## config.mk

```make
export PLATFORM = sky130hd
export DESIGN_NAME = weather_tx_top
export DESIGN_NICKNAME = d
export VERILOG_FILES = /design/src/rtl/telemetry_pkg.sv /design/src/rtl/serial_pkg.sv /design/src/rtl/tx_ctrl_if.sv /design/src/rtl/acq_sequencer.sv /design/src/rtl/frame_scheduler.sv /design/src/rtl/link_controller.sv /design/src/rtl/bit_timer.sv /design/src/rtl/uart_tx_path.sv /design/src/rtl/weather_tx_top.sv
export SDC_FILE = /design/constraint.sdc
export NUM_CORES = 1
export LEC_CHECK = 0
export ABC_CLOCK_PERIOD_IN_PS = 1500
export BUFFER_PORTS_ARGS = -buffer_cell sky130_fd_sc_hd__buf_2
export CAP_MARGIN = 20
export CORE_MARGIN = 2
export CORE_UTILIZATION = 30
export CTS_BUF_LIST = sky130_fd_sc_hd__clkbuf_8 sky130_fd_sc_hd__clkbuf_16
export CTS_CLUSTER_SIZE = 8
export DETAILED_ROUTE_END_ITERATION = 16
export PLACE_DENSITY = 0.5
export RECOVER_POWER = 50
export SETUP_SLACK_MARGIN = 0.4
export SLEW_MARGIN = 20
export SYNTH_ARGS = -nofsm -noshare
export SYNTH_HDL_FRONTEND = slang
export SYNTH_SLANG_ARGS = --single-unit
export TNS_END_PERCENT = 1
```

## constraint.sdc

```tcl
create_clock -name clock -period 1.5 [get_ports clock]
set_input_delay 0.3 -clock clock [delete_from_list [all_inputs] [get_ports clock]]
set_output_delay 0.3 -clock clock [all_outputs]
set_load 0.1 [all_outputs]
```

## src/rtl/telemetry_pkg.sv

```systemverilog
// control side definitions of the weather telemetry transmitter
// channel type, channel count and header frame constants
// state encodings of the sequencer, frame scheduler and link controller
package telemetry_pkg;

	// converter channel number, one of eight mux inputs
	typedef logic [2:0] chan_t;

	// channel counter wraps after the last mux input
	localparam int NUM_CHANNELS = 8;

	// marks a header byte, followed by a zero bit and the channel
	localparam logic [3:0] HDR_MARK = 4'hA;

	// converter sequencer
	typedef enum logic [2:0] {
		acq_idle,
		acq_select,
		acq_start_conv,
		acq_wait_eoc,
		acq_wait_release,
		acq_request,
		acq_wait_ack
	} acq_state_t;

	// two frames per sample
	typedef enum logic [2:0] {
		sched_idle,
		sched_header,
		sched_wait_header,
		sched_data,
		sched_wait_data,
		sched_release
	} sched_state_t;

	// one pass per frame
	typedef enum logic [1:0] {
		link_idle,
		link_load,
		link_send,
		link_wait_end
	} link_state_t;

endpackage

```

## src/rtl/serial_pkg.sv

```systemverilog
// serial line definitions
// bit timing and the bit slot sequence of one frame
package serial_pkg;

	// clocks per serial bit
	localparam int BIT_CYCLES = 16;
	localparam int BIT_CNT_W  = $clog2(BIT_CYCLES);

	// start bit, eight data bits, stop bit
	localparam int FRAME_BITS = 10;

	// slot currently driven on the line, msb first
	typedef enum logic [$clog2(FRAME_BITS)-1:0] {
		slot_start,
		slot_bit7,
		slot_bit6,
		slot_bit5,
		slot_bit4,
		slot_bit3,
		slot_bit2,
		slot_bit1,
		slot_bit0,
		slot_stop
	} bit_slot_t;

endpackage

```

## src/rtl/tx_ctrl_if.sv

```systemverilog
// control bundle between the link controller and the transmit data path
// ctrl and path modports
`timescale 1ns/100ps

interface tx_ctrl_if;
	// strobes and frame byte from the link controller
	logic       load;
	logic       send;
	logic [7:0] frame_byte;
	// status back from the data path
	logic       tx_end;
	logic       busy;
	logic       error;

	modport ctrl (
		output load, send, frame_byte,
		input  tx_end, busy, error
	);

	modport path (
		input  load, send, frame_byte,
		output tx_end, busy, error
	);
endinterface

```

## src/rtl/acq_sequencer.sv

```systemverilog
// converter sequencer
// drives the mux and the soc/eoc handshake, captures each sample
// and hands it to the frame scheduler over send_data/rdy
`timescale 1ns/100ps

module acq_sequencer import telemetry_pkg::*; (
	input  logic       clock,
	input  logic       rst,
	input  logic       eoc,
	input  logic [7:0] data_in,
	output logic       soc,
	output logic       load_dato,
	output logic       mux_en,
	output chan_t      canale,
	output logic       send_data,
	input  logic       rdy,
	output logic [7:0] sample
);

	acq_state_t state;

	// sample byte, held stable while send_data is high
	always_ff @(posedge clock) begin
		if (state == acq_wait_eoc && eoc) begin
			sample <= data_in;
		end
	end

	always_ff @(posedge clock) begin
		if (rst) begin
			state     <= acq_idle;
			soc       <= 1'b0;
			load_dato <= 1'b0;
			mux_en    <= 1'b0;
			send_data <= 1'b0;
			canale    <= '0;
		end else begin
			case (state)
				acq_idle: begin
					// enable the mux on the current channel
					mux_en <= 1'b1;
					state  <= acq_select;
				end
				acq_select: begin
					// one cycle for the mux to settle
					state <= acq_start_conv;
				end
				acq_start_conv: begin
					soc   <= 1'b1;
					state <= acq_wait_eoc;
				end
				acq_wait_eoc: begin
					if (eoc) begin
						// data_in is valid with eoc
						load_dato <= 1'b1;
						mux_en    <= 1'b0;
						state     <= acq_wait_release;
					end
				end
				acq_wait_release: begin
					// load_dato lasts one cycle, soc drops with it
					load_dato <= 1'b0;
					soc       <= 1'b0;
					// converter must drop eoc before the next phase
					if (!soc && !eoc) begin
						state <= acq_request;
					end
				end
				acq_request: begin
					// previous rdy must be gone first
					if (!rdy) begin
						send_data <= 1'b1;
						state     <= acq_wait_ack;
					end
				end
				acq_wait_ack: begin
					if (rdy) begin
						send_data <= 1'b0;
						// next channel, wraps after the last input
						if (canale == chan_t'(NUM_CHANNELS - 1)) begin
							canale <= '0;
						end else begin
							canale <= chan_t'(canale + 1'b1);
						end
						state <= acq_idle;
					end
				end
				default: begin
					state <= acq_idle;
				end
			endcase
		end
	end

	// capture strobe only inside an open conversion
	assert property (@(posedge clock) disable iff (rst) load_dato |-> soc);

endmodule

```

## src/rtl/frame_scheduler.sv

```systemverilog
// frame scheduler
// turns each sample into a header frame and a data frame
// and requests them from the link controller over shot/confirm
`timescale 1ns/100ps

module frame_scheduler import telemetry_pkg::*; (
	input  logic       clock,
	input  logic       rst,
	input  logic       send_data,
	output logic       rdy,
	input  logic [7:0] sample,
	input  chan_t      canale,
	output logic       shot,
	input  logic       confirm,
	output logic [7:0] frame_byte,
	output logic       add_mpx2
);

	sched_state_t state;

	// frame byte, held stable while shot is high
	always_ff @(posedge clock) begin
		if (state == sched_header) begin
			frame_byte <= {HDR_MARK, 1'b0, canale};
		end else if (state == sched_data && !confirm) begin
			frame_byte <= sample;
		end
	end

	always_ff @(posedge clock) begin
		if (rst) begin
			state    <= sched_idle;
			rdy      <= 1'b0;
			shot     <= 1'b0;
			add_mpx2 <= 1'b0;
		end else begin
			case (state)
				sched_idle: begin
					if (send_data) begin
						state <= sched_header;
					end
				end
				sched_header: begin
					shot  <= 1'b1;
					state <= sched_wait_header;
				end
				sched_wait_header: begin
					if (confirm) begin
						shot  <= 1'b0;
						state <= sched_data;
					end
				end
				sched_data: begin
					// wait for the header confirm to fall
					if (!confirm) begin
						shot     <= 1'b1;
						add_mpx2 <= 1'b1;
						state    <= sched_wait_data;
					end
				end
				sched_wait_data: begin
					// both frames sent
					if (confirm) begin
						shot     <= 1'b0;
						add_mpx2 <= 1'b0;
						rdy      <= 1'b1;
						state    <= sched_release;
					end
				end
				sched_release: begin
					// close both handshakes before the next sample
					if (!send_data && !confirm) begin
						rdy   <= 1'b0;
						state <= sched_idle;
					end
				end
				default: begin
					state <= sched_idle;
				end
			endcase
		end
	end

	// data frame marker never overlaps the sample acknowledge
	assert property (@(posedge clock) disable iff (rst) add_mpx2 |-> !rdy);

endmodule

```

## src/rtl/link_controller.sv

```systemverilog
// link controller
// loads each requested frame into the data path, starts it
// and confirms to the scheduler once the stop bit is out
`timescale 1ns/100ps

module link_controller import telemetry_pkg::*; (
	input  logic       clock,
	input  logic       rst,
	input  logic       shot,
	input  logic [7:0] frame_byte,
	output logic       confirm,
	tx_ctrl_if.ctrl    tx
);

	link_state_t state;

	// strobes decoded from the state
	assign tx.load       = (state == link_load);
	// send held off while the receiver withholds dsr
	assign tx.send       = (state == link_send) && !tx.error;
	assign tx.frame_byte = frame_byte;

	always_ff @(posedge clock) begin
		if (rst) begin
			state   <= link_idle;
			confirm <= 1'b0;
		end else begin
			case (state)
				link_idle: begin
					if (confirm) begin
						// confirm falls only after shot has fallen
						if (!shot) begin
							confirm <= 1'b0;
						end
					end else if (shot && !tx.busy) begin
						state <= link_load;
					end
				end
				link_load: begin
					state <= link_send;
				end
				link_send: begin
					if (!tx.error) begin
						state <= link_wait_end;
					end
				end
				link_wait_end: begin
					if (tx.tx_end) begin
						confirm <= 1'b1;
						state   <= link_idle;
					end
				end
			endcase
		end
	end

	assert property (@(posedge clock) disable iff (rst) !(tx.load && tx.send));

endmodule

```

## src/rtl/bit_timer.sv

```systemverilog
// baud counter
// one tick on the last clock of every bit period while run is high
`timescale 1ns/100ps

module bit_timer import serial_pkg::*; (
	input  logic clock,
	input  logic rst,
	input  logic run,
	output logic tick
);

	logic [BIT_CNT_W-1:0] cnt;

	assign tick = run && (cnt == BIT_CNT_W'(BIT_CYCLES - 1));

	always_ff @(posedge clock) begin
		if (rst || !run) begin
			// restart the bit period for each new frame
			cnt <= '0;
		end else if (tick) begin
			cnt <= '0;
		end else begin
			cnt <= cnt + 1'b1;
		end
	end

endmodule

```

## src/rtl/uart_tx_path.sv

```systemverilog
// transmit data path
// output register, register full flag, dsr check and error flag
// bit slot shifter driving data_out, msb first, one start and one stop bit
`timescale 1ns/100ps

module uart_tx_path import serial_pkg::*; (
	input  logic    clock,
	input  logic    rst,
	input  logic    dsr,
	input  logic    tick,
	tx_ctrl_if.path tx,
	output logic    run,
	output logic    data_out
);

	logic [7:0] out_reg;
	// transmit register full
	logic       tre;
	// frame released by send
	logic       send_en;
	// frame on the line
	logic       active;
	logic       tx_end;
	logic       error;
	bit_slot_t  slot;

	assign run       = tre;
	assign tx.busy   = tre;
	assign tx.tx_end = tx_end;
	assign tx.error  = error;

	// output register doubles as the shifter
	always_ff @(posedge clock) begin
		if (tx.load && !tre) begin
			out_reg <= tx.frame_byte;
		end else if (tick && active && slot != slot_bit0 && slot != slot_stop) begin
			out_reg <= {out_reg[6:0], 1'b0};
		end
	end

	always_ff @(posedge clock) begin
		if (rst) begin
			tre      <= 1'b0;
			send_en  <= 1'b0;
			active   <= 1'b0;
			tx_end   <= 1'b0;
			error    <= 1'b0;
			slot     <= slot_start;
			data_out <= 1'b1;
		end else begin
			tx_end <= 1'b0;
			// frame pending and receiver not ready
			error  <= (tre || tx.load) && !active && !dsr;
			if (tx.load && !tre) begin
				tre <= 1'b1;
			end
			if (tx.send && tre) begin
				send_en <= 1'b1;
			end
			if (tick) begin
				if (!active) begin
					// start bit only once dsr is back
					if (send_en && dsr) begin
						active   <= 1'b1;
						slot     <= slot_start;
						data_out <= 1'b0;
					end
				end else begin
					case (slot)
						slot_stop: begin
							// stop bit done, frame complete
							active  <= 1'b0;
							send_en <= 1'b0;
							tre     <= 1'b0;
							tx_end  <= 1'b1;
							slot    <= slot_start;
						end
						slot_bit0: begin
							data_out <= 1'b1;
							slot     <= slot_stop;
						end
						default: begin
							data_out <= out_reg[7];
							slot     <= bit_slot_t'(slot + 1'b1);
						end
					endcase
				end
			end
		end
	end

	// an error is only ever reported with a frame held in the register
	assert property (@(posedge clock) disable iff (rst) error |-> tre);

endmodule

```

## src/rtl/weather_tx_top.sv

```systemverilog
// weather station telemetry transmitter top level
// converter sequencer, frame scheduler, link controller and serial path
`timescale 1ns/100ps

module weather_tx_top import telemetry_pkg::*; (
	input  logic       clock,
	input  logic       rst,
	input  logic       eoc,
	input  logic [7:0] data_in,
	input  logic       dsr,
	output logic       soc,
	output logic       load_dato,
	output logic       mux_en,
	output chan_t      canale,
	output logic       add_mpx2,
	output logic       error,
	output logic       data_out
);

	// sample hand-off
	logic       send_data;
	logic       rdy;
	logic [7:0] sample;
	// frame request
	logic       shot;
	logic       confirm;
	logic [7:0] frame_byte;
	// bit timing
	logic       run;
	logic       tick;

	tx_ctrl_if tx_bus ();

	assign error = tx_bus.error;

	acq_sequencer seq0 (
		.clock     (clock),
		.rst       (rst),
		.eoc       (eoc),
		.data_in   (data_in),
		.soc       (soc),
		.load_dato (load_dato),
		.mux_en    (mux_en),
		.canale    (canale),
		.send_data (send_data),
		.rdy       (rdy),
		.sample    (sample)
	);

	frame_scheduler sched0 (
		.clock      (clock),
		.rst        (rst),
		.send_data  (send_data),
		.rdy        (rdy),
		.sample     (sample),
		.canale     (canale),
		.shot       (shot),
		.confirm    (confirm),
		.frame_byte (frame_byte),
		.add_mpx2   (add_mpx2)
	);

	link_controller link0 (
		.clock      (clock),
		.rst        (rst),
		.shot       (shot),
		.frame_byte (frame_byte),
		.confirm    (confirm),
		.tx         (tx_bus.ctrl)
	);

	bit_timer timer0 (
		.clock (clock),
		.rst   (rst),
		.run   (run),
		.tick  (tick)
	);

	uart_tx_path path0 (
		.clock    (clock),
		.rst      (rst),
		.dsr      (dsr),
		.tick     (tick),
		.tx       (tx_bus.path),
		.run      (run),
		.data_out (data_out)
	);

endmodule

```

# Yosys cells after proc, flatten, opt, wreduce, memory -nomap -nowiden
# Index checks and enable logic that the tools add are counted.
word_totals:
  out_inout_bits: 9
  register_bits: 57
  input_bits: 12
  elab_cells: 177
classes:
  reduce_logical: 55
  n_addsub: 3
  bitwise_logic: 2
  muxes: 58
  n_eq_ne: 35
ops:
  columns: ["cell", "n"]
  rows:
  - ["2-to-1 mux 3 bit", 12]
  - ["2-to-1 mux 1 bit", 25]
  - ["case mux 3 bit (7 select lines)", 1]
  - ["nonzero test 2 bit", 10]
  - ["equality test 3 bit (second input constant)", 6]
  - ["case mux 3 bit (6 select lines)", 1]
  - ["2-to-1 mux 8 bit", 2]
  - ["inequality test 2 x 1 -> 1 bit (second input constant)", 8]
  - ["case mux 1 bit (2 select lines)", 8]
  - ["logical AND 1 bit", 15]
  - ["AND reduction 3 bit", 5]
  - ["inequality test 2 bit (second input constant)", 7]
  - ["equality test 3 x 2 -> 1 bit (second input constant)", 4]
  - ["equality test 4 bit (second input constant)", 3]
  - ["AND reduction 2 bit", 5]
  - ["adder 4 x 1 -> 4 bit (second input constant)", 2]
  - ["zero test 1 bit", 8]
  - ["2-to-1 mux 2 bit", 4]
  - ["2-to-1 mux 4 bit", 2]
  - ["inequality test 4 bit (second input constant)", 2]
  - ["case mux 2 bit (4 select lines)", 1]
  - ["case mux 4 bit (2 select lines)", 1]
  - ["AND reduction 4 bit", 2]
  - ["equality test 3 x 1 -> 1 bit (second input constant)", 2]
  - ["other kinds (12)", 17]

# Logic depth before layout (Yosys ltp)
logic_depth:
  ltp_word: 7
  mapped_depth: 5
  ltp_nobuf: 5

# Cells and area by module
# A second synthesis with hierarchy kept.
unflattened:
  cells_unflattened: 259
  area_unflattened_um2: 2641.3
modules_own_cells:
  columns: ["mod", "seq_area_each_um2", "cells_per_inst", "n_inst", "area_each_um2"]
  rows:
  - ["uart_tx_path", 440.4, 73, 1, 817.0]
  - ["acq_sequencer", 440.4, 69, 1, 765.7]
  - ["frame_scheduler", 310.3, 69, 1, 629.4]
  - ["link_controller", 60.1, 31, 1, 271.5]
  - ["bit_timer", 80.1, 17, 1, 157.7]

# Worst setup path after synthesis
# OpenSTA, ideal clock, no wires.
synth_path:
  path_kind: "flip-flop to flip-flop"
  start: "reg seq0.canale[0]"
  end: "reg seq0.canale[1]"
  t_arrival_ns: 1.685
  t_required_ns: 1.430
  stages_incl_launch_ff: 5
  setup_time_ns: 0.070
  path_slack_ns: -0.255
  synth_period_minus_slack_ns: 1.755
  path_buffers: 0
  cell_sequence: "dfxtp_1 > ha_1 > ha_1 > or3b_1 > a21oi_1"
synth_between:
  elab_chain_cells: 2
  elab_cells_between_ends: 3
  classes_between: "1 x add/sub; 1 x eq/ne; 1 x mux"
synth_rtl:
  columns: ["element", "line", "source"]
  rows:
  - ["start: declaration", "acq_sequencer.sv:14", "output chan_t canale,"]
  - ["start signal: assignment", "acq_sequencer.sv:83", "canale <= chan_t'(canale + 1'b1);"]
  - ["adder 3 x 1 -> 3 bit or equality test 3 bit (tied branches)", "acq_sequencer.sv:83, acq_sequencer.sv:80", null]
  - ["2-to-1 mux 3 bit (*)", "acq_sequencer.sv:80", "if (canale == chan_t'(NUM_CHANNELS - 1)) begin"]
# Every way passes the cells marked *; elsewhere a longest branch is shown, timed or not.
# A chain may end at the register's enable or synchronous reset.

# Worst setup path after layout
layout_path:
  start: "reg path0.slot[1]"
  end: "reg path0.slot[3]"
layout_between:
  elab_chain_cells: 3
  elab_cells_between_ends: 5
  classes_between: "1 x add/sub; 2 x eq/ne; 2 x mux"
layout_rtl:
  columns: ["element", "line", "source"]
  rows:
  - ["start: declaration", "uart_tx_path.sv:25", "bit_slot_t slot;"]
  - ["start signal: assignment", "uart_tx_path.sv:48", "slot <= slot_start;"]
  - ["start signal: assignment", "uart_tx_path.sv:65", "slot <= slot_start;"]
  - ["start signal: assignment", "uart_tx_path.sv:76", "slot <= slot_start;"]
  - ["adder 4 x 1 -> 4 bit or equality test 4 bit (tied branches)", "uart_tx_path.sv:84, uart_tx_path.sv:69", null]
  - ["case mux 4 bit (2 select lines) (*)", "uart_tx_path.sv:69", "case (slot)"]
  - ["2-to-1 mux 4 bit (*)", "uart_tx_path.sv:61", "if (!active) begin"]
# Marks and branches as above.

==> results <==
- The port buffer count is 20.
- The critical path startpoint category is a flop.
- In the synthesized netlist the dominant register cell turns out to be dfxtp_1.
- The design draws 4.45 mW.
- The top cell type by total area after synthesis is dfxtp_1.
- The number of warnings reported in the yosys synthesis log is 0.
- The number of standard cells in the final layout excluding fillers is 389.
- After clock tree synthesis, the clock-pin slew on the worst setup and hold paths is 70 ps.
- The via-per-instance ratio is 4.85.
- The finished cells cover 0.00330 sq mm.
- The final number of max-transition violations is 0.
- By area the synthesized netlist is led by dfxtp_1 (31%), edfxtp_1 (23%), ha_1 (5.5%), mux2_2 (4.1%), a21oi_1 (2.6%).
- The reported max-cap violation count is 0.
- The number of sinks handled by clock tree synthesis is 57.
- The clock period could shrink to 1490 ps.
- The number of DRC violations after detailed routing is 0.
- The overall die area is 0.00905 sq mm.
- In this run the number of H-tree levels came out at 3.
- TritonCTS built the clock tree.
- For the worst-skew pair, the clock arrives at the later sink with an insertion delay of 330 ps.
- For this configuration, the core starts out at a cell density of 0.306.
- The mapped cell area is 0.00249 sq mm.
- The setup TNS is 0 ps.
- Dividing the final minimum period by the clock period gives 0.994.
- Fill cells in the final layout number 809.
- The part of the Yosys area used for sequential elements is 0.534.
- The ratio of cells with drive above 1 in the final layout is 0.313.
- The repair_antennas step left the layout with diodes totalling 0.
- From left edge to right edge, the die measures 95.1 microns.
- The area growth from synthesis to layout is 32.6%.
- For this design the ratio of total power to cell area is 1350 mW/mm^2.
- Global routing finished with a remaining overflow of 0.
- Of all flip-flops after synthesis, the portion carrying an async set or reset was 0.
- The number of vias in the routed layout is 1,887.
- The data required time of the worst path is 1700 ps.
- The clock root buffer is clkbuf_8.
- The total clock buffers created by CTS is 9.
- The unique cell type count in the Yosys netlist is 47.
- The total placed cells including tap cells is 368.
- For the pin with the worst max-slew slack, the measured transition is 412 ps.
- The average instance in the mapped netlist occupies 10.6 sq um.
- The normalized max-slew margin is 0.718.
- The setup-violating endpoint count in the final report is 0.
- Along the worst path, the maximum fanout reaches 3.
- STA classifies the critical path endpoint as a flop.
- The count of nets left with antenna violations once routing finished came out at 0.
- The number of global-route vias before repair was 1,822.
- The combined global-route utilization of all metal layers is 0.125.
- In the final routed layout, each cell accounts on average for 13.7 microns.
- The first global-routing pass estimated 8.68 mm of wire.
- Summed over all cells, the static leakage comes to 1.21 nW.
- The timing-limited maximum frequency is 0.671 GHz.
- The largest vdd supply drop is 0.000552 V.
- The final weighted congestion of routability-driven global placement is 0.744.
- The first TritonRoute pass finished after 4 iterations.
- The synthesized netlist cell count is 235.
- The wire-length estimate of the detail-placed layout is 3.45 mm.
- The run finished with clean final reports.
- After floorplanning, the core was sized to cover 0.00813 sq mm.
- Between clock sinks in the finished design, the worst skew comes to 9.10 ps.
- The worst hold path belongs to the class primary input to flop.
- The pin count of the biggest net entering global routing is 15.
- The number of buffers on the longest clock path is 2.
- The number of flops mapped to enable cells by yosys is 19.
- The share of synthesized area in the top cell type comes to 0.305.
- 21 I/O pins were placed.
- The critical path arrival is 1690 ps.
- The total count of hold-check failures in the final report was 0.
- The initial antenna violation count is 0.
- The type of the worst setup path is flop to flop.
- The synthesized flop and latch total is 57.
- The net count after synthesis is 258.
- The final-stage net count is 302.
- Summing all placed instances gives a cell area of 0.00288 sq mm.
- The first-iteration detailed-routing DRC count is 53.
- The row count is 33.
- Setup repair after global routing could not meet its margin everywhere.
- The aggregate routed wire length is 5.32 mm.
- The vertical die dimension is 95.1 microns.
- The number of hold buffers added after CTS was 0.
cell usage in the layout (no fill, tap or decap), types with 5 or more instances in the layout:
cell	instances
a21oi_1	13
buf_2	11
buf_4	16
clkbuf_1	5
clkbuf_4	7
clkbuf_8	9
dfxtp_1	28
dfxtp_2	6
edfxtp_1	19
ha_1	6
ha_4	5
inv_1	15
mux2_2	9
nand2_1	12
nand2b_1	5
nand3_1	5
nor2_1	13
nor3_1	7
o21ai_0	9
layout make-up:
| cell class | count | area [sq um] | area share |
|---|---|---|---|
| sequential | 57 | 1350 | 0.410 |
| clock buffer | 9 | 124 | 0.0375 |
| inverter | 17 | 68.8 | 0.0208 |
| timing repair buffer | 43 | 325 | 0.0984 |
| multi-input combinational | 151 | 1190 | 0.360 |
| clock inverter | 7 | 110 | 0.0333 |
| tap | 105 | 131 | 0.0398 |
per-stage QoR:
stage | hold WS (ps) | setup WS [ps] | util
5_1_grt | 124 | -10.3 | 0.406
4_1_cts | 124 | 99.6 | 0.403
2_1_floorplan | 369 | 141 | -
3_3_place_gp | 432 | 72.4 | 0.355
6_report | 142 | 9.39 | 0.406
3_5_place_dp | 441 | 34.0 | 0.355
logic make-up (layout without fill, tap and decap cells):
| group | count (synthesis) | in the layout | synth area share |
|---|---|---|---|
| AOI/OAI and AO/OA | 55 | 55 | 0.149 |
| xor gates and xnor gates | 2 | 2 | 0.00703 |
| adders and majority gates | 11 | 11 | 0.0552 |
| buffers and inverters | 27 | 76 | 0.0412 |
| DFF | 57 | 57 | 0.534 |
| muxes | 12 | 12 | 0.0532 |
| and+or+nand+nor | 71 | 71 | 0.160 |
synth_stat cells (all sizes together), types with 5 or more instances:
master / number
nor2: 15
clkbuf: 9
edfxtp: 19
nand2b: 6
a31oi: 5
inv: 17
mux2: 10
nor3: 7
ha: 11
nand2: 13
a21oi: 13
dfxtp: 38
o21ai: 10
nand3: 5
what timing repair did:
action | in CTS | in global routing
cloned | 1 | 0
endpoints found under the setup margin | 66 | 69
gates resized for setup | 36 | 7
setup buffers | 3 | 1
pin swaps | 5 | 3
worst max-delay path: stages, from the launching register on:
cell and delay (ps):
dfxtp_1 340, inv_4 90, ha_4 140, buf_6 90, or3b_4 400, a31oi_4 210
o32ai_2 100
report_power, final:
group / internal, mW / switching [mW]
clock network: 1.09 / 0.609
logic: 0.408 / 0.424
registers: 1.81 / 0.118
layer usage:
layer  up-vias  wire length, microns  global-route usage  part of all wire
met2        47                  2490               0.198              0.47
met3        10                   197              0.0395             0.037
li1        956                     -                   -                 -
met4         0                   125              0.0580             0.023
met1       874                  2510               0.154              0.47
met5         -                     0                   0                 0
worst paths after layout:
| check | start | endpoint | slack, ps | cells past startpoint |
|---|---|---|---|---|
| hold / removal | data_in[2] | seq0.sample[2]$_DFFE_PP_ | 140 | 1 |
| setup reg to reg | path0.slot[1]$_SDFFE_PP0P_ | path0.slot[3]$_SDFFE_PP0P_ | 9 | 6 |
| setup / recovery | path0.slot[1]$_SDFFE_PP0P_ | path0.slot[3]$_SDFFE_PP0P_ | 9 | 6 |
| hold reg to reg | seq0.sample[5]$_DFFE_PP_ | sched0.frame_byte[5]$_SDFFE_PP1P_ | 460 | 1 |
No activity file was read; power rests on OpenSTA's default activity.
